==> src/include/xv_params.svh <==
/* video timing, memory size and interrupt bit definitions
   shared by the design and the testbench, include where needed */

`ifndef XV_PARAMS_SVH
`define XV_PARAMS_SVH

// horizontal timing in pixel clocks
`define XV_H_VISIBLE    32
`define XV_H_FRONT      4
`define XV_H_SYNC       4
`define XV_H_BACK       4
`define XV_H_TOTAL      (`XV_H_VISIBLE + `XV_H_FRONT + `XV_H_SYNC + `XV_H_BACK)

// vertical timing in lines
`define XV_V_VISIBLE    8
`define XV_V_FRONT      1
`define XV_V_SYNC       1
`define XV_V_BACK       2
`define XV_V_TOTAL      (`XV_V_VISIBLE + `XV_V_FRONT + `XV_V_SYNC + `XV_V_BACK)

`define XV_PIX_PER_WORD 4       // 4-bit pixels in a 16-bit word
`define XV_VRAM_AW      8       // 256 words of VRAM
`define XV_INTR_W       4       // interrupt vector width
`define XV_INTR_VBLANK  0       // vblank interrupt bit
`define XV_VID_LATENCY  3       // counter to output pins

`endif

==> src/design/xv_pkg.sv <==
/* common types of the video controller
   referenced everywhere with scoped names */

`default_nettype none

`include "xv_params.svh"

package xv_pkg;

    typedef logic [15:0]              word_t;     // register / VRAM word
    typedef logic [`XV_VRAM_AW-1:0]   addr_t;     // VRAM word address
    typedef logic [3:0]               color_t;    // palette index
    typedef logic [11:0]              rgb_t;      // {r, g, b}, red high
    typedef logic [`XV_INTR_W-1:0]    intr_t;     // interrupt vector

    // CPU visible register numbers
    typedef enum logic [3:0] {
        XM_SYS_CTRL = 4'h0,     // busy, interrupt mask
        XM_INT_CTRL = 4'h1,     // signal / clear / status
        XM_WR_INCR  = 4'h2,
        XM_WR_ADDR  = 4'h3,
        XM_DATA     = 4'h4,     // VRAM data port
        XM_RD_INCR  = 4'h5,
        XM_RD_ADDR  = 4'h6,
        XM_XR_ADDR  = 4'h7,     // palette index
        XM_XR_DATA  = 4'h8      // palette write data
    } xm_reg_e;

    // register interface memory sequencer
    typedef enum logic [1:0] {
        MEM_IDLE,
        MEM_WRITE,
        MEM_READ
    } mem_state_e;

endpackage

`default_nettype wire

==> src/design/color_lut.sv <==
/* 16 entry palette and final registered RGB/sync stage
   CPU writes entries, video reads one per clock */

`default_nettype none

module color_lut (
    input  wire logic           clk,
    input  wire logic           pal_wr_i,
    input  wire xv_pkg::color_t pal_index_i,
    input  wire xv_pkg::rgb_t   pal_rgb_i,
    input  wire xv_pkg::color_t pix_index_i,
    input  wire logic           pix_de_i,
    input  wire logic           pix_hsync_i,
    input  wire logic           pix_vsync_i,
    output xv_pkg::rgb_t        rgb_o,
    output logic                hsync_o,
    output logic                vsync_o,
    output logic                dv_de_o
);

    xv_pkg::rgb_t   palette [16];

    always_ff @(posedge clk) begin
        if (pal_wr_i)
            palette[pal_index_i] <= pal_rgb_i;
    end

    // black outside display
    always_ff @(posedge clk) begin
        rgb_o   <= pix_de_i ? palette[pix_index_i] : '0;
        hsync_o <= pix_hsync_i;
        vsync_o <= pix_vsync_i;
        dv_de_o <= pix_de_i;
    end

endmodule

`default_nettype wire

==> config.mk <==
export PLATFORM = sky130hd
export DESIGN_NAME = color_lut
export DESIGN_NICKNAME = d
export VERILOG_FILES = /design/src/design/xv_pkg.sv /design/src/design/color_lut.sv
export VERILOG_INCLUDE_DIRS = /design/src /design/src/include
export SDC_FILE = /design/constraint.sdc
export NUM_CORES = 1
export LEC_CHECK = 0
export ABC_AREA = 1
export BUFFER_PORTS_ARGS = -buffer_cell sky130_fd_sc_hd__clkbuf_2
export CAP_MARGIN = 25
export CORE_ASPECT_RATIO = 0.75
export CORE_MARGIN = 5
export CORE_UTILIZATION = 55
export CTS_CLUSTER_SIZE = 40
export DETAILED_ROUTE_END_ITERATION = 10
export PLACE_DENSITY = 0.71
export SLEW_MARGIN = 0
export SYNTH_ARGS = -nofsm -noshare
export SYNTH_HDL_FRONTEND = slang
export SYNTH_SLANG_ARGS = --single-unit
==> constraint.sdc <==
create_clock -name clk -period 3.93 [get_ports clk]
set_input_delay 0.786 -clock clk [delete_from_list [all_inputs] [get_ports clk]]
set_output_delay 0.786 -clock clk [all_outputs]
set_load 0.02 [all_outputs]
After elaboration in Yosys (flattened, before gate mapping). Memories as Yosys holds them, arrays and structs flattened. A register that Yosys moved wholly into a read port is not among the register bits. Index checks and enable logic that the tools add are counted.

Register bits: 3. RAM bits: 192. Logic and storage cells: 7. Memories: 1.

Mux-type cells: 2. Reduce and logical (&&, ||, !) cells: 1.

Memories: palette (depth 16, bits a word 12, rd ports 1, clocked after Yosys merged registers in 1, write ports 1, line color_lut.sv:21) `xv_pkg::rgb_t palette [16];`.

Operator list (number): $mux W1 (2); $logic_not A1 Y1 (1).

Depth between registers and ports, before layout.
Depth after elaboration: 2. Mapped depth: 9. Mapped depth without buffers: 7.

Least setup slack after synthesis. Ideal clock, no wire load.

Path kind: input -> register. From: input port pal_index_i[2]. To: memory palette[4][0] in the netlist's numbering, enable pin. Arrival: 1.521 ns. Data required time: 3.550 ns. Setup slack: 2.029 ns. Stages on the path: 4. Buffers on the path: 0. Cells stage by stage: inv_1 nor2_1 nand2_1 nor2_1.

RTL lines: start: declaration (line color_lut.sv:9) `input wire xv_pkg::color_t pal_index_i,`; end: declaration (line color_lut.sv:21).

Straight into the memory's write port.

==> flow_summary.json <==
{
  "vias": 5646,
  "postCtsResizedCells": 0,
  "syn_area_per_cell_um2": 10.7,
  "ys_top_cells_by_area": "edfxtp_1 68%, nand2_1 13%, nand3_1 7.2%, inv_1 4.5%, dfxtp_1 3.5%",
  "dieArea_mm2": 0.0181,
  "cp_data_required_time_ns": 4.29,
  "path_class": "input port to flop",
  "peakVddDrop_v": 0.000347,
  "drive_above_1_share_pct": 10.7,
  "critPathMaxFanout": 50,
  "ant_nets": 0,
  "syn_inst": 796,
  "yosys.area_share.xor_xnor_pct": 0,
  "grt_max_degree": 97,
  "cts_root_buf": "clkbuf_16",
  "synth_fp_nets": 821,
  "syn_area_mm2": 0.00852,
  "fin_hold_ws_ns": 0.389,
  "grt_pass1_wl_um": 29700,
  "post_cts_buffers": 0,
  "drt_iter0_markers": 595,
  "synth_fa_ha_area_share_pct": 0,
  "synthDistinctLibCells": 13,
  "fin_crit_sh_pct": 53.2,
  "io-pin-count": 40,
  "place_congestion": 0.918,
  "viasPerCell": 5.32,
  "leakage_nw": 4.06,
  "drt-total-wl_um": 19400,
  "synthArstFlopShare_pct": 0,
  "cap_violations": 0,
  "post-route-util_pct": 63.2,
  "htree_levels": 1,
  "core_area_mm2": 0.0152,
  "drv_slew": 0,
  "nets": 867,
  "synth_most_common_cell": "nand2_1",
  "synthMuxAreaShare_pct": 0,
  "cp-end-kind": "flop",
  "fmax_mhz": 478,
  "status": "completed",
  "clk_pin_slew_ns": 0.06,
  "nFillCells": 1238,
  "grt_pass1_vias": 5333,
  "drt_pass1_iterations": 5,
  "synth-compound-area-share_pct": 0.705,
  "antenna_found_initial": 0,
  "relSlewSlack_pct": 32.5,
  "synth_seq_cells": 207,
  "cp-start-kind": "input port",
  "die_h_um": 118,
  "cts_buffer_depth": 3,
  "yosysSeqAreaShare_pct": 71.2,
  "yosys_warnings": 0,
  "min_delay_path_depth": 1,
  "routedWlPerCell_um": 18.2,
  "synth_edf_count": 192,
  "hold_path.class": "input port to flop",
  "clk_latency_ns": 0.50,
  "crit_arrival_ns": 2.45,
  "yosys-top-cells-count": "294 x nand2_1, 192 x edfxtp_1, 122 x nand3_1",
  "synth_flop_cell": "edfxtp_1",
  "hold_violations": 0,
  "fin_crit_ns": 2.09,
  "cts_tree": "yes",
  "cts_hold_buf": 0,
  "tightest_slew_ns": 1.01,
  "yosysTopAreaCell": "edfxtp_1",
  "reg2regPathDepth": 6,
  "portBuffers": 39,
  "hpwl_um": 12100,
  "clock-sinks": 207,
  "area_growth_pct": 13.0,
  "grt_usage_pct": 21.3,
  "start_util_pct": 56.0,
  "synth_top_family_by_area": "simple AND/OR/NAND/NOR gates",
  "antenna_cells": 0,
  "synth_simple_gate_area_share_pct": 20.9,
  "synth_top_area_share_pct": 67.7,
  "die_w_um": 154,
  "skew_ns": 0.00881,
  "grt_overflow": 0,
  "tns_ns": 0,
  "numCtsBuffers": 21,
  "p_per_area_mw_per_mm2": 490,
  "rsz0062_at_grt": "no",
  "route.detailed.drc": 0,
  "num_rows": 39,
  "power_mw": 4.72,
  "setup_viol": 0
}
==> logic make-up after synthesis <==
| kind of cell | after synthesis |
|---|---|
| and+or+nand+nor | 434 |
| DFF | 207 |
| buffers and inverters | 143 |
| AOI/OAI and AO/OA | 12 |
==> sequential cells by signal, summed over array words and instances (netlist names) <==
name	cells
rgb_o	12
hsync_o	1
palette	192
vsync_o	1
dv_de_o	1
==> final cells by class <==
type / count / area (µm²) / area share [%]
repair buffers: 62 / 395 / 4.11
clock inverters: 9 / 101 / 1.05
flip-flops and latches: 207 / 6070 / 63.0
inverters: 104 / 390 / 4.06
clock buffers: 29 / 576 / 5.98
multi-input cells: 446 / 1840 / 19.1
well taps: 205 / 256 / 2.66
==> layout by cell type (no fill, tap or decap), types with 6 or more instances in the layout <==
cell type	instances
buf_4	19
inv_1	103
clkbuf_16	21
clkbuf_2	38
a21oi_1	12
edfxtp_1	192
nor2_1	18
dfxtp_1	15
nand3_1	122
nand2_1	294
clkbuf_1	6
==> per-stage QoR <==
step                std cells  cell area (µm²)  setup WS [ns]
floorplan                 796             8520           2.03
global placement         1015             8870           1.37
detailed placement       1016             8880           1.36
CTS                      1054             9560           1.86
global route             1062             9630           1.78
finish                   1062             9630           1.84
==> worst max-delay path, stage by stage <==
cell	delay, ns
buf_2	0.11
inv_2	0.61
buf_12	0.32
nand2_1	0.08
nand3_1	0.08
nand3_1	0.17
nand3_1	0.15
a21oi_1	0.10
==> power breakdown <==
part / leakage, nW / internal (mW) / switching (mW)
registers: 1.86 / 2.46 / 0.0185
logic: 1.88 / 0.0812 / 0.216
clock network: 0.326 / 1.16 / 0.785
total: 4.06 / 3.70 / 1.02
==> metal layers <==
layer  GRT usage [%]  vias up  share of wire [%]  wire length (µm)
met3            3.49       45                8.1              1570
met1            32.1     2681                 44              8500
met5               0        -                  0                 0
met4            6.18        0                3.0               580
met2            32.3      226                 45              8710
li1                -     2694                  -                 -
==> final timing paths <==
kind | startpoint | endpoint | slack (ns)
setup reg to reg | palette[2][0]$_DFFE_PP_ | rgb_o[0]$_SDFF_PN0_ | 2.76
hold reg to reg | palette[9][5]$_DFFE_PP_ | rgb_o[5]$_SDFF_PN0_ | 0.75
setup / recovery | pix_index_i[0] | rgb_o[8]$_SDFF_PN0_ | 1.84
hold / removal | pix_vsync_i | vsync_o$_DFF_P_ | 0.39
Power figures use the tool's default switching activity.
