File: config.mk
export PLATFORM = sky130hd
export DESIGN_NAME = vram_arb_flat
export DESIGN_NICKNAME = d
export VERILOG_FILES = /design/src/design/xv_pkg.sv /design/src/design/xv_mem_if.sv /design/src/design/vram_arb.sv /design/src/flat_wrapper.sv
export VERILOG_INCLUDE_DIRS = /design/src /design/src/include
export SDC_FILE = /design/constraint.sdc
export NUM_CORES = 2
export LEC_CHECK = 0
export BUFFER_PORTS_ARGS = -buffer_cell sky130_fd_sc_hd__buf_4
export CAP_MARGIN = 10
export CORE_MARGIN = 10
export CORE_UTILIZATION = 31
export CTS_CLUSTER_DIAMETER = 120
export DETAILED_ROUTE_END_ITERATION = 8
export PLACE_DENSITY = 0.46
export SETUP_SLACK_MARGIN = 0.15
export SLEW_MARGIN = 20
export SYNTH_ARGS = -nofsm -noshare
export SYNTH_HDL_FRONTEND = slang
export SYNTH_SLANG_ARGS = --single-unit
File: constraint.sdc
create_clock -name clk -period 5.4 [get_ports clk]
set_input_delay 0.81 -clock clk [delete_from_list [all_inputs] [get_ports clk]]
set_output_delay 0.81 -clock clk [all_outputs]
set_load 0.01 [all_outputs]
File: src/include/xv_params.svh
/* video timing, memory size and interrupt bit definitions
   shared by the design and the testbench, include where needed */

`ifndef XV_PARAMS_SVH
`define XV_PARAMS_SVH

// horizontal timing in pixel clocks
`define XV_H_VISIBLE    32
`define XV_H_FRONT      4
`define XV_H_SYNC       4
`define XV_H_BACK       4
`define XV_H_TOTAL      (`XV_H_VISIBLE + `XV_H_FRONT + `XV_H_SYNC + `XV_H_BACK)

// vertical timing in lines
`define XV_V_VISIBLE    8
`define XV_V_FRONT      1
`define XV_V_SYNC       1
`define XV_V_BACK       2
`define XV_V_TOTAL      (`XV_V_VISIBLE + `XV_V_FRONT + `XV_V_SYNC + `XV_V_BACK)

`define XV_PIX_PER_WORD 4       // 4-bit pixels in a 16-bit word
`define XV_VRAM_AW      8       // 256 words of VRAM
`define XV_INTR_W       4       // interrupt vector width
`define XV_INTR_VBLANK  0       // vblank interrupt bit
`define XV_VID_LATENCY  3       // counter to output pins

`endif

File: src/design/xv_pkg.sv
/* common types of the video controller
   referenced everywhere with scoped names */

`default_nettype none

`include "xv_params.svh"

package xv_pkg;

    typedef logic [15:0]              word_t;     // register / VRAM word
    typedef logic [`XV_VRAM_AW-1:0]   addr_t;     // VRAM word address
    typedef logic [3:0]               color_t;    // palette index
    typedef logic [11:0]              rgb_t;      // {r, g, b}, red high
    typedef logic [`XV_INTR_W-1:0]    intr_t;     // interrupt vector

    // CPU visible register numbers
    typedef enum logic [3:0] {
        XM_SYS_CTRL = 4'h0,     // busy, interrupt mask
        XM_INT_CTRL = 4'h1,     // signal / clear / status
        XM_WR_INCR  = 4'h2,
        XM_WR_ADDR  = 4'h3,
        XM_DATA     = 4'h4,     // VRAM data port
        XM_RD_INCR  = 4'h5,
        XM_RD_ADDR  = 4'h6,
        XM_XR_ADDR  = 4'h7,     // palette index
        XM_XR_DATA  = 4'h8      // palette write data
    } xm_reg_e;

    // register interface memory sequencer
    typedef enum logic [1:0] {
        MEM_IDLE,
        MEM_WRITE,
        MEM_READ
    } mem_state_e;

endpackage

`default_nettype wire

File: src/design/xv_mem_if.sv
/* select/ack memory request from the register interface to VRAM
   requester holds sel and payload until a one-cycle ack */

`default_nettype none

interface xv_mem_if;

    logic           sel;        // request open
    logic           wr;         // 1 = write, 0 = read
    xv_pkg::addr_t  addr;       // word address
    xv_pkg::word_t  wdata;      // write word
    xv_pkg::word_t  rdata;      // read word, valid with ack
    logic           ack;        // single-cycle completion

    modport requester (
        output sel, wr, addr, wdata,
        input  rdata, ack
    );

    modport arbiter (
        input  sel, wr, addr, wdata,
        output rdata, ack
    );

endinterface

`default_nettype wire

File: src/design/vram_arb.sv
/* single-port VRAM shared by video fetch and register interface
   video always wins, register port waits with select/ack */

`default_nettype none

`include "xv_params.svh"

module vram_arb (
    input  wire logic           clk,
    input  wire logic           vgen_sel_i,     // video fetch this cycle
    input  wire xv_pkg::addr_t  vgen_addr_i,
    output xv_pkg::word_t       vram_data_o,    // one cycle after grant
    xv_mem_if.arbiter           regs
);

    xv_pkg::word_t  vram [2**`XV_VRAM_AW];
    xv_pkg::word_t  data_q;
    xv_pkg::addr_t  addr;           // shared port address
    logic           reg_grant;
    logic           ack_q;

    // no grant in the ack cycle, sel drops the cycle after
    assign reg_grant = regs.sel & ~vgen_sel_i & ~ack_q;
    assign addr      = vgen_sel_i ? vgen_addr_i : regs.addr;

    always_ff @(posedge clk) begin
        if (reg_grant && regs.wr)
            vram[addr] <= regs.wdata;
        data_q <= vram[addr];       // old data on write
    end

    always_ff @(posedge clk) begin
        ack_q <= reg_grant;
    end

    assign vram_data_o = data_q;
    assign regs.rdata  = data_q;
    assign regs.ack    = ack_q;

    // requester must hold sel until acked
    a_ack_sel: assert property (@(posedge clk) regs.ack |-> regs.sel)
        else $error("ack without open request");

endmodule

`default_nettype wire

File: src/flat_wrapper.sv
// flat-port wrapper written by rule: the top's interface ports become plain ports
module vram_arb_flat 
  (clk, vgen_sel_i, vgen_addr_i, vram_data_o, regs_sel, regs_wr, regs_addr, regs_wdata, regs_rdata, regs_ack);
  xv_mem_if regs_i ();
  input  wire logic clk;
  input  wire logic vgen_sel_i;
  input  wire xv_pkg::addr_t vgen_addr_i;
  output xv_pkg::word_t vram_data_o;
  input wire logic [$bits(regs_i.sel)-1:0] regs_sel;
  input wire logic [$bits(regs_i.wr)-1:0] regs_wr;
  input wire logic [$bits(regs_i.addr)-1:0] regs_addr;
  input wire logic [$bits(regs_i.wdata)-1:0] regs_wdata;
  output wire logic [$bits(regs_i.rdata)-1:0] regs_rdata;
  output wire logic [$bits(regs_i.ack)-1:0] regs_ack;
  assign regs_i.sel = regs_sel;
  assign regs_i.wr = regs_wr;
  assign regs_i.addr = regs_addr;
  assign regs_i.wdata = regs_wdata;
  assign regs_rdata = regs_i.rdata;
  assign regs_ack = regs_i.ack;
  vram_arb u_core (.clk(clk), .vgen_sel_i(vgen_sel_i), .vgen_addr_i(vgen_addr_i), .vram_data_o(vram_data_o), .regs(regs_i));
endmodule
# Word level (Yosys, flattened, before mapping)
# Memory sizes are Yosys's and may differ from the RTL's. A register that Yosys moved wholly into a read port is not among the register bits.
# Cells that the tools add are included.
# word_totals
wordCells,10
register_bits,1
out_inout_bits,33
n_memories,1
inputBits,36
mem_bits_rw,4096
# memory_table
memory,depth,word_bits,rd,rd_clocked_by_memory_dff,wr,line,source
u_core.vram,256,16,1,1,1,vram_arb.sv:16,xv_pkg::word_t vram [2**`XV_VRAM_AW];
# op_classes
bitwise,4
n_mux,3
n_reduce_logical,1
# op_table
operator,count
8-bit 2-to-1 mux,1
1-bit bitwise AND,2
1-bit 2-to-1 mux,2
1-bit inverter,2
1-bit logical AND,1

# Logic depth before layout (Yosys ltp)
# depth
depth_word,6
ltp_mapped,11
ltp_nobuf,6

# Worst setup path after synthesis
# No wires, ideal clock.
# synth_path
path_type,input to register
startpoint,input vgen_sel_i
endpoint,memory u_core.vram[184][0] in the netlist's numbering (enable)
path_buffers,6
path_slack_ns,1.649
required_ns,5.012
arrival_time_ns,3.362
cell_stages,11
cell_sequence,buf_6 > mux2_4 > buf_6 > buf_2 > buf_2 > buf_2 > nand2b_1 > nor2_1 > nand2_1 > clkbuf_1 > nor2_1
# synth_between
elab_chain_cells,6
word_cells_on_any_way,7
# synth_rtl
item,line,source
from (decl),flat_wrapper.sv:6,input wire logic vgen_sel_i;
1-bit inverter,vram_arb.sv:23,assign reg_grant = regs.sel & ~vgen_sel_i & ~ack_q;
1-bit bitwise AND (2 in series),vram_arb.sv:23,
1-bit logical AND,vram_arb.sv:27,if (reg_grant && regs.wr)
1-bit 2-to-1 mux,vram_arb.sv:27,
1-bit 2-to-1 mux (not written as such),vram_arb.sv:28,vram[addr] <= regs.wdata;
to (decl),vram_arb.sv:16,
# Parallel ways exist; a longest one is shown, timed or not.

# Final worst setup path
# layout_path
startpoint,input vgen_sel_i
endpoint,"register u_core.data_q[14], in the netlist u_core.regs.rdata[14], read port of u_core.vram"
# layout_between
elab_chain_cells,1
# layout_rtl
item,line,source
8-bit 2-to-1 mux,vram_arb.sv:24,assign addr = vgen_sel_i ? vgen_addr_i : regs.addr;
to (decl),vram_arb.sv:17,xv_pkg::word_t data_q;
# Every way passes these cells.

==> results_dict.tcl <==
set metrics [dict create \
    wl_per_cell_um 29.6 \
    place_area_mm2 0.172 \
    path_cells "buf_4 -> mux2_8 -> buf_12 -> buf_12 -> mux2i_1 -> o22ai_1 -> o41ai_1 -> a41oi_1 -> buf_4 -> or4_1" \
    hpwlAfterDp_mm 296 \
    max_cap_viol_count 0 \
    start_util_pct 31.1 \
    avgViaCountPerCell 5.14 \
    layout.cells.non_filler 16271 \
    start_kind "input port" \
    cts_hold_buf 0 \
    utilization_pct 36.7 \
    cts_inserted_buffers 436 \
    place.gp.congestion 0.802 \
    outcome "completed" \
    dieWidth_um 732 \
    finalHoldViolCount 0 \
    fp-row-count 261 \
    synth_cells 8399 \
    leakage_uw 0.0629 \
    cts_buffer_depth 4 \
    async_reset_ff_share_pct 0 \
    crit_required_ns 6.29 \
    placedCellCount 15449 \
    rsz0062_at_grt "no" \
    vias 83569 \
    post_cts_resized 0 \
    power_uw 68800 \
    syn_to_final_growth_pct 18.1 \
    synth_seq_cells 4113 \
    synthesis.area_mm2 0.157 \
    timing.final.crit_period_ns 4.80 \
    dieArea_mm2 0.536 \
    antenna_found_initial 44 \
    root_buffer "clkbuf_16" \
    drt_iter0_drc 8136 \
    grt_pass1_vias 82082 \
    ant_nets 0 \
    drc 0 \
    dr.pass1.iters 7 \
    slowest_stage "o41ai_1" \
    ys_warn_count 0 \
    io_buffers 68 \
    layout_commonest_cell "edfxtp_1" \
    cp_slowest_stage_delay_ns 0.98 \
    relSlewSlack_pct 17.4 \
    core_area_mm2 0.505 \
    tightest_slew_ns 1.22 \
    grt_first_pass_wirelength_mm 665 \
    cts.htree.levels 5 \
    grt_max_degree 136 \
    yosys.area.top_type_share_pct 78.3 \
    post_cts_buffers 0 \
    avgSynthCellArea_um2 18.7 \
    synthesis.nets 8435 \
    power.density_mw_per_mm2 371 \
    cp_max_fo 40 \
    finalCritPeriodShare_pct 88.9 \
    clk_pin_slew_worst_paths_ns 0.06 \
    drv_slew 0 \
    synth_top_area_cell "edfxtp_1" \
    clkLatencyLatePin_ns 1.02 \
    synth-edff-count 4096 \
    max_freq_ghz 0.208 \
    ys_seq_area_share_pct 78.5 \
    setup_viol 0 \
    fin_worst_skew_ns 0.0698 \
    hp-class "input port to register" \
    final_cell_area_mm2 0.185 \
    end_kind "register" \
    die_h_um 732 \
    arrival_ns 5.69 \
    grt_usage_pct 17.2 \
    crit_type "input port to register" \
    layout_common_cells "edfxtp_1, mux2i_1, o22ai_1" \
    cts.sinks 4113 \
    ios 69 \
    final_layout_size_suffix_gt1_share_pct 16.7 \
    cts_tree "done" \
    ys.flop_type "edfxtp_1" \
    ir_worst_vdd_mv 0.279 \
    wl_mm 482 \
    synth_area_leaders "edfxtp_1, mux2i_1, o22ai_1" \
    grt_remaining_overflow 0 \
    yosys.cell_types.count 34 \
    nNetsFinal 9217 \
]
==> report_power, final <==
group          internal (uW)  leakage [uW]  switching [uW]
clock network          16800       0.00681           12400
registers              35100        0.0369             117
logic                   1420        0.0191            2830
==> final timing paths <==
path | start | to | slack (ns) | cells past startpoint
setup / recovery | vgen_sel_i | u_core.regs.rdata[14] | 0.60 | 10
hold / removal | regs_sel | u_core.regs.ack | 0.11 | 2
setup reg to reg | u_core.vram[240][14] | u_core.regs.rdata[14] | 1.94 | 6
hold reg to reg | u_core.regs.ack | u_core.regs.ack | 0.43 | 1
==> cells in the mapped netlist, drive strengths merged (2+ instances only) <==
cell and instances:
and3b 3, or4 16, mux2 2, nor3b 4, mux2i 2049, o32ai 3, a41oi 64, o21ai 9
nand2b 5, edfxtp 4096, or2 4, inv 2, nand2 36, o41ai 256, dfxtp 17, nor2 261
clkbuf 256, buf 279, o22ai 1027
==> registers in the layout (all words and copies together) (netlist names) <==
signal             flops
u_core.regs.ack        1
u_core.regs.rdata     16
u_core.vram         4096
==> per-layer routing <==
layer / global-route usage (%) / vias up / share of wire, %
met1: 24.6 / 44286 / 46
met4: 4.02 / 10 / 2.3
met2: 27.7 / 2509 / 47
met5: 0 / - / 0.011
li1: - / 36195 / -
met3: 2.34 / 569 / 5.3
==> critical path, delay by kind of cell <==
kind / cells / cell delay, ns
multiplexers: 2 / 1.01
AO/OA/AOI/OAI: 3 / 1.94
AND/OR/NAND/NOR: 1 / 0.51
buffers and inverters: 4 / 1.19
==> logic make-up (layout without fill, tap and decap cells) <==
family,count (synthesis),count (layout),share of synthesized area (%)
flops,4113,4113,78.5
other cells,0,13,0
mux,2051,2051,13.1
buf+inv,537,1690,1.57
compound gates,1364,1364,5.95
simple gates,334,334,0.876
==> final cells by class <==
class,count,area [um2]
clock buffers,546,11700
well taps,6706,8390
repair buffers,879,8080
clock inverters,263,2250
multi-input cells,3749,31700
flip-flops and latches,4113,123000
inverters,2,7.51
diodes,13,32.5
fillers,46537,320000
==> through the flow <==
step                      setup WS, ns  setup TNS, ns  hold slack [ns]
after floorplan                   1.65              0            0.475
after global placement          -0.366          -1.34            0.420
after detailed placement        -0.364         -0.972            0.425
after CTS                        0.731              0           0.0238
after global routing             0.622              0           0.0541
final                            0.600              0            0.114
(Power assumes the default switching activity.)
