### src/include/xv_params.svh
/* video timing, memory size and interrupt bit definitions
   shared by the design and the testbench, include where needed */

`ifndef XV_PARAMS_SVH
`define XV_PARAMS_SVH

// horizontal timing in pixel clocks
`define XV_H_VISIBLE    32
`define XV_H_FRONT      4
`define XV_H_SYNC       4
`define XV_H_BACK       4
`define XV_H_TOTAL      (`XV_H_VISIBLE + `XV_H_FRONT + `XV_H_SYNC + `XV_H_BACK)

// vertical timing in lines
`define XV_V_VISIBLE    8
`define XV_V_FRONT      1
`define XV_V_SYNC       1
`define XV_V_BACK       2
`define XV_V_TOTAL      (`XV_V_VISIBLE + `XV_V_FRONT + `XV_V_SYNC + `XV_V_BACK)

`define XV_PIX_PER_WORD 4       // 4-bit pixels in a 16-bit word
`define XV_VRAM_AW      8       // 256 words of VRAM
`define XV_INTR_W       4       // interrupt vector width
`define XV_INTR_VBLANK  0       // vblank interrupt bit
`define XV_VID_LATENCY  3       // counter to output pins

`endif

### src/design/xv_pkg.sv
/* common types of the video controller
   referenced everywhere with scoped names */

`default_nettype none

`include "xv_params.svh"

package xv_pkg;

    typedef logic [15:0]              word_t;     // register / VRAM word
    typedef logic [`XV_VRAM_AW-1:0]   addr_t;     // VRAM word address
    typedef logic [3:0]               color_t;    // palette index
    typedef logic [11:0]              rgb_t;      // {r, g, b}, red high
    typedef logic [`XV_INTR_W-1:0]    intr_t;     // interrupt vector

    // CPU visible register numbers
    typedef enum logic [3:0] {
        XM_SYS_CTRL = 4'h0,     // busy, interrupt mask
        XM_INT_CTRL = 4'h1,     // signal / clear / status
        XM_WR_INCR  = 4'h2,
        XM_WR_ADDR  = 4'h3,
        XM_DATA     = 4'h4,     // VRAM data port
        XM_RD_INCR  = 4'h5,
        XM_RD_ADDR  = 4'h6,
        XM_XR_ADDR  = 4'h7,     // palette index
        XM_XR_DATA  = 4'h8      // palette write data
    } xm_reg_e;

    // register interface memory sequencer
    typedef enum logic [1:0] {
        MEM_IDLE,
        MEM_WRITE,
        MEM_READ
    } mem_state_e;

endpackage

`default_nettype wire

### src/design/video_gen.sv
/* raster counters, VRAM pixel fetch and 4-bit pixel shifter
   syncs and display enable delayed to line up with the pixels */

`default_nettype none

`include "xv_params.svh"

module video_gen (
    input  wire logic           clk,
    input  wire logic           reset_i,
    output logic                vram_sel_o,
    output xv_pkg::addr_t       vram_addr_o,
    input  wire xv_pkg::word_t  vram_data_i,
    output xv_pkg::color_t      pix_index_o,
    output logic                pix_de_o,
    output logic                pix_hsync_o,
    output logic                pix_vsync_o,
    output logic                vblank_intr_o
);

    localparam int HW  = $clog2(`XV_H_TOTAL);
    localparam int VW  = $clog2(`XV_V_TOTAL);
    localparam int DLY = `XV_VID_LATENCY - 1;          // last stage is color_lut
    localparam int WORDS_PER_LINE = `XV_H_VISIBLE / `XV_PIX_PER_WORD;
    localparam int HS_START = `XV_H_VISIBLE + `XV_H_FRONT;
    localparam int VS_LINE  = `XV_V_VISIBLE + `XV_V_FRONT;

    logic [HW-1:0]  h_count;
    logic [VW-1:0]  v_count;
    logic           visible, hsync, vsync;
    logic           fetch_q;                // data from vram_arb this cycle
    xv_pkg::word_t  shifter;
    logic [2:0]     sync_q [DLY];           // {de, hsync, vsync}

    always_ff @(posedge clk) begin
        if (reset_i) begin
            h_count <= '0;
            v_count <= '0;
        end else if (h_count == HW'(`XV_H_TOTAL - 1)) begin
            h_count <= '0;
            if (v_count == VW'(`XV_V_TOTAL - 1))
                v_count <= '0;
            else
                v_count <= v_count + 1'b1;
        end else begin
            h_count <= h_count + 1'b1;
        end
    end

    assign visible = (h_count < HW'(`XV_H_VISIBLE)) && (v_count < VW'(`XV_V_VISIBLE));
    assign hsync   = (h_count >= HW'(HS_START)) && (h_count < HW'(HS_START + `XV_H_SYNC));
    assign vsync   = (v_count == VW'(VS_LINE));
    assign vblank_intr_o = (h_count == '0) && (v_count == VW'(`XV_V_VISIBLE));

    // one word per group, base 0, line stride WORDS_PER_LINE
    assign vram_sel_o  = visible && (h_count % `XV_PIX_PER_WORD == 0);
    assign vram_addr_o = xv_pkg::addr_t'(v_count * WORDS_PER_LINE
                                         + h_count / `XV_PIX_PER_WORD);

    always_ff @(posedge clk) begin
        if (reset_i) begin
            fetch_q <= 1'b0;
            for (int i = 0; i < DLY; i++)
                sync_q[i] <= '0;
        end else begin
            fetch_q   <= vram_sel_o;
            sync_q[0] <= {visible, hsync, vsync};
            for (int i = 1; i < DLY; i++)
                sync_q[i] <= sync_q[i-1];
        end
    end

    // load on return, else shift next nibble up
    always_ff @(posedge clk) begin
        if (fetch_q)
            shifter <= vram_data_i;
        else
            shifter <= {shifter[11:0], 4'h0};
    end

    assign pix_index_o = shifter[15:12];        // msn first
    assign pix_de_o    = sync_q[DLY-1][2];
    assign pix_hsync_o = sync_q[DLY-1][1];
    assign pix_vsync_o = sync_q[DLY-1][0];

    // each fetch must address a word of the displayed frame
    a_fetch_vis: assert property (@(posedge clk) disable iff (reset_i)
        vram_sel_o |-> (vram_addr_o < xv_pkg::addr_t'(WORDS_PER_LINE * `XV_V_VISIBLE)))
        else $error("fetch outside visible area");

endmodule

`default_nettype wire

### config.mk
export PLATFORM = sky130hd
export DESIGN_NAME = video_gen
export DESIGN_NICKNAME = d
export VERILOG_FILES = /design/src/design/xv_pkg.sv /design/src/design/video_gen.sv
export VERILOG_INCLUDE_DIRS = /design/src /design/src/include
export SDC_FILE = /design/constraint.sdc
export NUM_CORES = 1
export LEC_CHECK = 0
export ABC_AREA = 1
export BUFFER_PORTS_ARGS = -buffer_cell sky130_fd_sc_hd__buf_2
export CAP_MARGIN = 20
export CORE_ASPECT_RATIO = 0.8
export CORE_MARGIN = 1
export CORE_UTILIZATION = 50
export CTS_CLUSTER_DIAMETER = 200
export CTS_CLUSTER_SIZE = 8
export DETAILED_ROUTE_END_ITERATION = 12
export PLACE_DENSITY_LB_ADDON = 0.1
export SLEW_MARGIN = 20
export SYNTH_ARGS = -nofsm -noshare
export SYNTH_HDL_FRONTEND = slang
export SYNTH_SLANG_ARGS = --single-unit
export TNS_END_PERCENT = 10
### constraint.sdc
create_clock -name clk -period 1.5 [get_ports clk]
set_input_delay 0.3 -clock clk [delete_from_list [all_inputs] [get_ports clk]]
set_output_delay 0.3 -clock clk [all_outputs]
set_load 0.02 [all_outputs]
# Yosys cells after proc, flatten, opt, wreduce, memory -nomap -nowiden
# Memory sizes are Yosys's and may differ from the RTL's.
# Index checks and enable logic that the tools add are counted.
# totals
ff_bits	27
ram_bits	6
inputBits	18
output_inout_bits	17
word_cells	33
memories	1
# memory_table
name	words	width	rd	rd_clocked_by_memory_dff	wr	line_no	rtl
sync_q	2	3	2	0	2	video_gen.sv:33	logic [2:0] sync_q [DLY];
# classes
add_sub_neg	3
order_cmp	4
n_eq_ne	4
n_mux	7
n_bitwise	2
reduce_logical	7
# op_table
operator	n
32-bit zero test	1
16-bit two-way mux	1
4-bit equality test (second input constant)	3
6-bit less-than comparator (second input constant)	2
7-bit by 4-bit adder with 8-bit output	1
6-bit by 1-bit adder with 6-bit output (second input constant)	1
6-bit equality test (second input constant)	1
6-bit >= comparator (second input constant)	1
6-bit zero test	1
3-bit two-way mux	2
4-bit by 1-bit adder with 4-bit output (second input constant)	1
1-bit logical AND	4
4-bit less-than comparator (second input constant)	1
4-bit two-way mux	1
1-bit two-way mux	3
1-bit bitwise OR	2
2-bit OR reduction	1

# Logic depth before layout (Yosys ltp)
# Gate-level depths: netlist (run 1).
# depth
depth_word	3
depth_mapped	7
mapped_depth_nobuf	7

# Worst setup path after synthesis (run 1)
# No wires, ideal clock.
# synth_timing
kind	reg2out
start	register v_count[2]
end	output port vblank_intr_o
arrival_time_ps	1114
t_required_ps	1200
path_slack_ps	86
path_stages_with_launch	5
n_path_buf	1
path_cell_list	dfxtp_1 > buf_2 > nor2_1 > inv_1 > nor3_1
# synth_between
elab_chain_cells	2
# synth_lines
item	line_no	rtl
start, declared	video_gen.sv:29	logic [VW-1:0] v_count;
start signal, assigned	video_gen.sv:44	v_count <= v_count + 1'b1;
4-bit equality test	video_gen.sv:53	assign vblank_intr_o = (h_count == '0) && (v_count == VW'(`XV_V_VISIBLE));
1-bit logical AND	video_gen.sv:53	
end, declared	video_gen.sv:18	output logic vblank_intr_o
# No other way between the ends.

# Final worst setup path (run 1)
# layout_timing
start	register v_count[0]
end	output port vram_addr_o[5]
# layout_between
elab_chain_cells	1
# layout_lines
item	line_no	rtl
7-bit by 4-bit adder with 8-bit output (no source line)	--	
end, declared	video_gen.sv:12	output xv_pkg::addr_t vram_addr_o,
# No other way between the ends.

==> impl_metrics.ini, run 1 <==
[clock_network]
cts_hold_buf = 0
clk_latency_ns = 0.32
cts.sinks = 33
numCtsBuffers = 5
cts_buffer_depth = 2
cts_max_level = 2
cts_tree = built
clk_pin_slew_ns = 0.09
root_buffer = clkbuf_4

[die]
fp.dieW_um = 60.3
dieArea_um2 = 2930
core_area_um2 = 2500
row_count = 16
die_height_um = 48.6
io-pin-count = 35
start_util = 0.543

[worst_setup_path]
crit_path_start_kind = register
crit_path_end_kind = primary output
critPathMaxFanout = 3
cp.arrival_ns = 1.31
timing_worst_setup_path_type = reg -> out
worstPathRequired_ns = 1.20

[sta]
setup_tns_ns = -0.424
fmax_mhz = 623
hold_viol_final = 0
setup_ws_ns = -0.106
maxSlewHeadroom = 0.816
drv_slew = 0
setup_viol = 6
clock_skew_ns = 0.00691
rsz0062_at_grt = true
post-route-period-util = 1.07
period_needed_ns = 1.61
worst_pin_slew_ns = 0.273

[yosys]
netlist_area_um2 = 1360
synth_nets = 172
netlist_instances = 147
yosysUniqueCellTypes = 21
synth.avg_cell_area_um2 = 9.24
yosys_warnings = 0
yosysSeqAreaShare = 0.487
ys_ff_latch = 33

[status]
outcome = finished with violations
violations = setup timing

[finish]
area_growth_pct = 31.6
most-common-layout-cells = buf_2 (28), dfxtp_1 (26), buf_4 (18), nor2_1 (17)
fin_util = 0.714
final_common_cell = buf_2
nets = 217
antenna_cells = 0
drive_above_1_share = 0.500
final_cell_area_um2 = 1790
layoutNonFillerInstCount = 228

[route]
vias = 1046
antenna_left = 0
via_per_inst = 4.59
drtIter0Drc = 42
wl_per_cell_um = 12.4
routed_wl_mm = 2.83
first_pass_iters = 4
drc_errors = 0

[place]
dp.cells = 207
place.gp.congestion = 0.871
dp_hpwl_mm = 1.63
dp_slack_ns = 0.133
placed_cell_area_um2 = 1500
portBuffers = 34

[job]
drv_cap = 0

[global_route]
grt_max_degree = 17
grt_usage = 0.204
grt_pass1_wl_mm = 4.31
antenna_found_initial = 0
grt_pass1_vias = 1011
grt_remaining_overflow = 0

[pwr]
p_leak_nw = 0.841
irDropWorstVdd_mv = 0.560
power_density_nw_per_um2 = 933

[min_path]
hold_path_class = in -> reg
-- where the power goes --
group / internal, mW / switching, mW
Clock: 0.221 / 0.272
Sequential: 0.935 / 0.0183
Combinational: 0.108 / 0.112
-- cell usage after synthesis --
master / number / area share
nand3_1: 7 / 0.026
nand2_1: 14 / 0.039
nand2_2: 2 / 0.0092
a21oi_1: 4 / 0.015
or2_2: 1 / 0.0046
nand4_1: 2 / 0.0092
inv_1: 18 / 0.050
nor2_4: 1 / 0.0083
xor2_1: 5 / 0.032
buf_2: 3 / 0.011
ha_1: 7 / 0.065
nand3_2: 1 / 0.0074
nor3_1: 4 / 0.015
dfxtp_1: 33 / 0.49
nor2_1: 19 / 0.053
buf_6: 1 / 0.0083
mux2_2: 12 / 0.10
nand2_4: 1 / 0.0083
o21ai_0: 2 / 0.0074
buf_4: 7 / 0.039
inv_2: 3 / 0.0083
-- kinds of logic after synthesis --
logic type | count (synthesis) | share of synthesized area
and+or+nand+nor | 52 | 0.179
DFF | 33 | 0.487
buffers and inverters | 32 | 0.116
muxes | 12 | 0.0995
adders and majority gates | 7 | 0.0645
AOI/OAI and AO/OA | 6 | 0.0221
xor gates and xnor gates | 5 | 0.0323
-- path summary, 6_finish.rpt --
check / to / from / cells past startpoint / slack (ns)
max: vram_addr_o[5] / v_count[0] / 4 / -0.11
min: shifter[1] / vram_data_i[1] / 3 / 0.15
max reg2reg: v_count[3] / v_count[0] / 12 / -0.09
min reg2reg: sync_q[0][5] / sync_q[0][2] / 2 / 0.41
-- metrics by stage --
stage / power [mW] / hold slack [ns]
2_1_floorplan: 1.14 / 0.388
3_3_place_gp: 1.16 / 0.392
3_5_place_dp: 1.17 / 0.397
4_1_cts: 1.66 / 0.139
5_1_grt: 1.75 / 0.143
6_report: 1.67 / 0.153
-- worst max-delay path, stage by stage (launching register included) --
cell     delay, ns
dfxtp_4       0.37
ha_4          0.17
ha_4          0.15
xor2_1        0.13
buf_4         0.15
-- layout make-up --
class / count / area (um2)
multi-input cells: 82 / 617
well taps: 36 / 45.0
inverters: 21 / 83.8
repair buffers: 49 / 309
clock buffers: 7 / 55.1
flip-flops and latches: 33 / 677
fillers: 194 / 716
-- layer usage --
layer / vias to the layer above / global-route usage / share of wire
li1: 545 / - / -
met1: 462 / 0.247 / 0.44
met2: 32 / 0.322 / 0.49
met3: 7 / 0.0695 / 0.052
met4: 0 / 0.0930 / 0.016
met5: - / 0 / 0
-- timing repair --
action / CTS / global route
gates resized for setup: 26 / 15
pin swaps: 5 / 2
setup endpoints to repair: 6 / 7
setup buffers: 13 / 1
-- flip-flops by register name, summed over array words and instances, names as in the netlist --
| register | flops |
|---|---|
| shifter | 16 |
| sync_q | 6 |
| h_count | 6 |
| v_count | 4 |
| fetch_q | 1 |
Note: power is estimated with default switching activity, not from simulation.
==> run 2: changes to the inputs <==
Clock period 1.5 ns to 1.6 ns, I/O delays scaled along.
==> run 2 against run 1 <==
- the run still ends with setup timing left
- count of clock-buffer cells in the layout unchanged
- sequential share of layout area up 0.51 points
- hold slack better by 0.028 ns
- via count up 0.57%
- cell area down 1.7%
- utilization down 1.2 points
- clock skew down 0.0012 ns
- clock power down 7.9%
- final cell count down 0.44%
- wire length down 6.2%
- critical path type unchanged
==> impl_metrics.ini, run 2 (same netlist as run 1, synthesis figures left out) <==
[place]
portBuffers = 34
dp_hpwl_mm = 1.63
place.gp.congestion = 0.871

[sta]
rsz0062_at_grt = true
setup_ws_ns = -0.00830
worst_pin_slew_ns = 0.262
fmax_mhz = 622
post-route-period-util = 1.01
drv_slew = 0
hold_viol_final = 0
maxSlewHeadroom = 0.824
period_needed_ns = 1.61
clock_skew_ns = 0.00567
setup_viol = 2

[route]
antenna_left = 0
drc_errors = 0
vias = 1052
routed_wl_mm = 2.65
wl_per_cell_um = 11.7
via_per_inst = 4.63
drtIter0Drc = 39
first_pass_iters = 5

[worst_setup_path]
startpoint = v_count[0]
crit_chain = ha_4 > ha_4 > nand2_1 > nor2_1 > buf_4
cp_slowest_cell = dfxtp_2
critical_path.most_common_cell = ha_4
crit_buf_inv = 1
cp.arrival_ns = 1.29
rr_startpoint = v_count[0]
slowest_delay_ns = 0.38
crit_path_start_kind = register
crit_path_end_kind = primary output
timing_worst_setup_path_type = reg -> out
critPathMaxFanout = 3
worstPathRequired_ns = 1.28
crit_family = flip-flops

[finish]
largest_reg_flops = 16
regMostFlops = shifter
final_common_cell = buf_2
most-common-layout-cells = buf_2 (30), dfxtp_1 (26), nor2_1 (18), buf_4 (17), inv_1 (13)
seq_area_um2 = 674
fin_util = 0.702
antenna_cells = 0
area_growth_pct = 29.4
drive_above_1_share = 0.503
fillers = 209
reg_top3 = shifter x16, h_count x6, sync_q x6
nets = 216
multi_input_area_um2 = 614

[die]
dieArea_um2 = 2930
start_util = 0.543
fp.dieW_um = 60.3
io-pin-count = 35
row_count = 16
core_area_um2 = 2500
die_height_um = 48.6

[clock_network]
clk_latency_ns = 0.32
clk_pin_slew_ns = 0.09
cts_buffer_depth = 2
cts_max_level = 2
cts_hold_buf = 0
root_buffer = clkbuf_4
cts_tree = built
numCtsBuffers = 5
cts.sinks = 33

[global_route]
grt_pass1_wl_mm = 4.20
grt_pass1_vias = 1011
grt_usage = 0.198
grt_remaining_overflow = 0
antenna_found_initial = 0
grt_max_degree = 17

[pwr]
irDropWorstVdd_mv = 0.523
p_leak_nw = 0.829
totalPowerFinal_mw = 1.55
power_density_nw_per_um2 = 880

[status]
outcome = finished with violations
violations = setup timing

[job]
drv_cap = 0

[min_path]
hold_start = vram_data_i[1]
hold_path_class = in -> reg
==> run 2: report_power, final <==
group          switching, mW  internal (mW)
clock                  0.247          0.207
sequential            0.0194          0.879
combinational         0.0994         0.0950
total                  0.365           1.18
==> run 2: path summary, 6_finish.rpt <==
check              endpoint  slack [ns]  cells past startpoint
max reg2reg      v_count[3]        0.11                     11
max          vram_addr_o[7]      -0.008                      5
min              shifter[1]        0.18                      3
min reg2reg    sync_q[0][5]        0.41                      2
==> run 2: stage by stage <==
stage | hold WS [ns] | area, um2 | std cells | TNS, ns | worst slack [ns]
floorplan | 0.388 | 1360 | 147 | 0 | 0.166
global placement | 0.392 | 1500 | 207 | 0 | 0.240
detailed placement | 0.397 | 1500 | 207 | 0 | 0.213
CTS | 0.159 | 1700 | 226 | -0.0264 | -0.0214
global route | 0.163 | 1760 | 227 | -0.208 | -0.0799
finish | 0.180 | 1760 | 227 | -0.0131 | -0.00830
==> run 2: area by class of cell <==
type	count	area share
multi-input cells	82	0.350
clock buffers	7	0.0313
repair buffers	48	0.165
inverters	21	0.0449
well taps	36	0.0256
flip-flops and latches	33	0.384
==> run 2: tightest hold or removal path, stage by stage <==
cell and delay [ns]:
buf_2 0.07, nand2_1 0.04, inv_1 0.04
==> run 2: layer usage <==
layer / vias up / track usage / share of wire
met5: - / 0 / 0
met4: 0 / 0.0930 / 0.013
met3: 5 / 0.0695 / 0.063
met2: 41 / 0.311 / 0.47
met1: 467 / 0.236 / 0.45
li1: 539 / - / -
==> run 2: what timing repair did <==
action | CTS | global route
pin swaps | 3 | 7
endpoints found under the setup margin | 6 | 6
buffers inserted | 12 | 2
gates resized for setup | 20 | 14
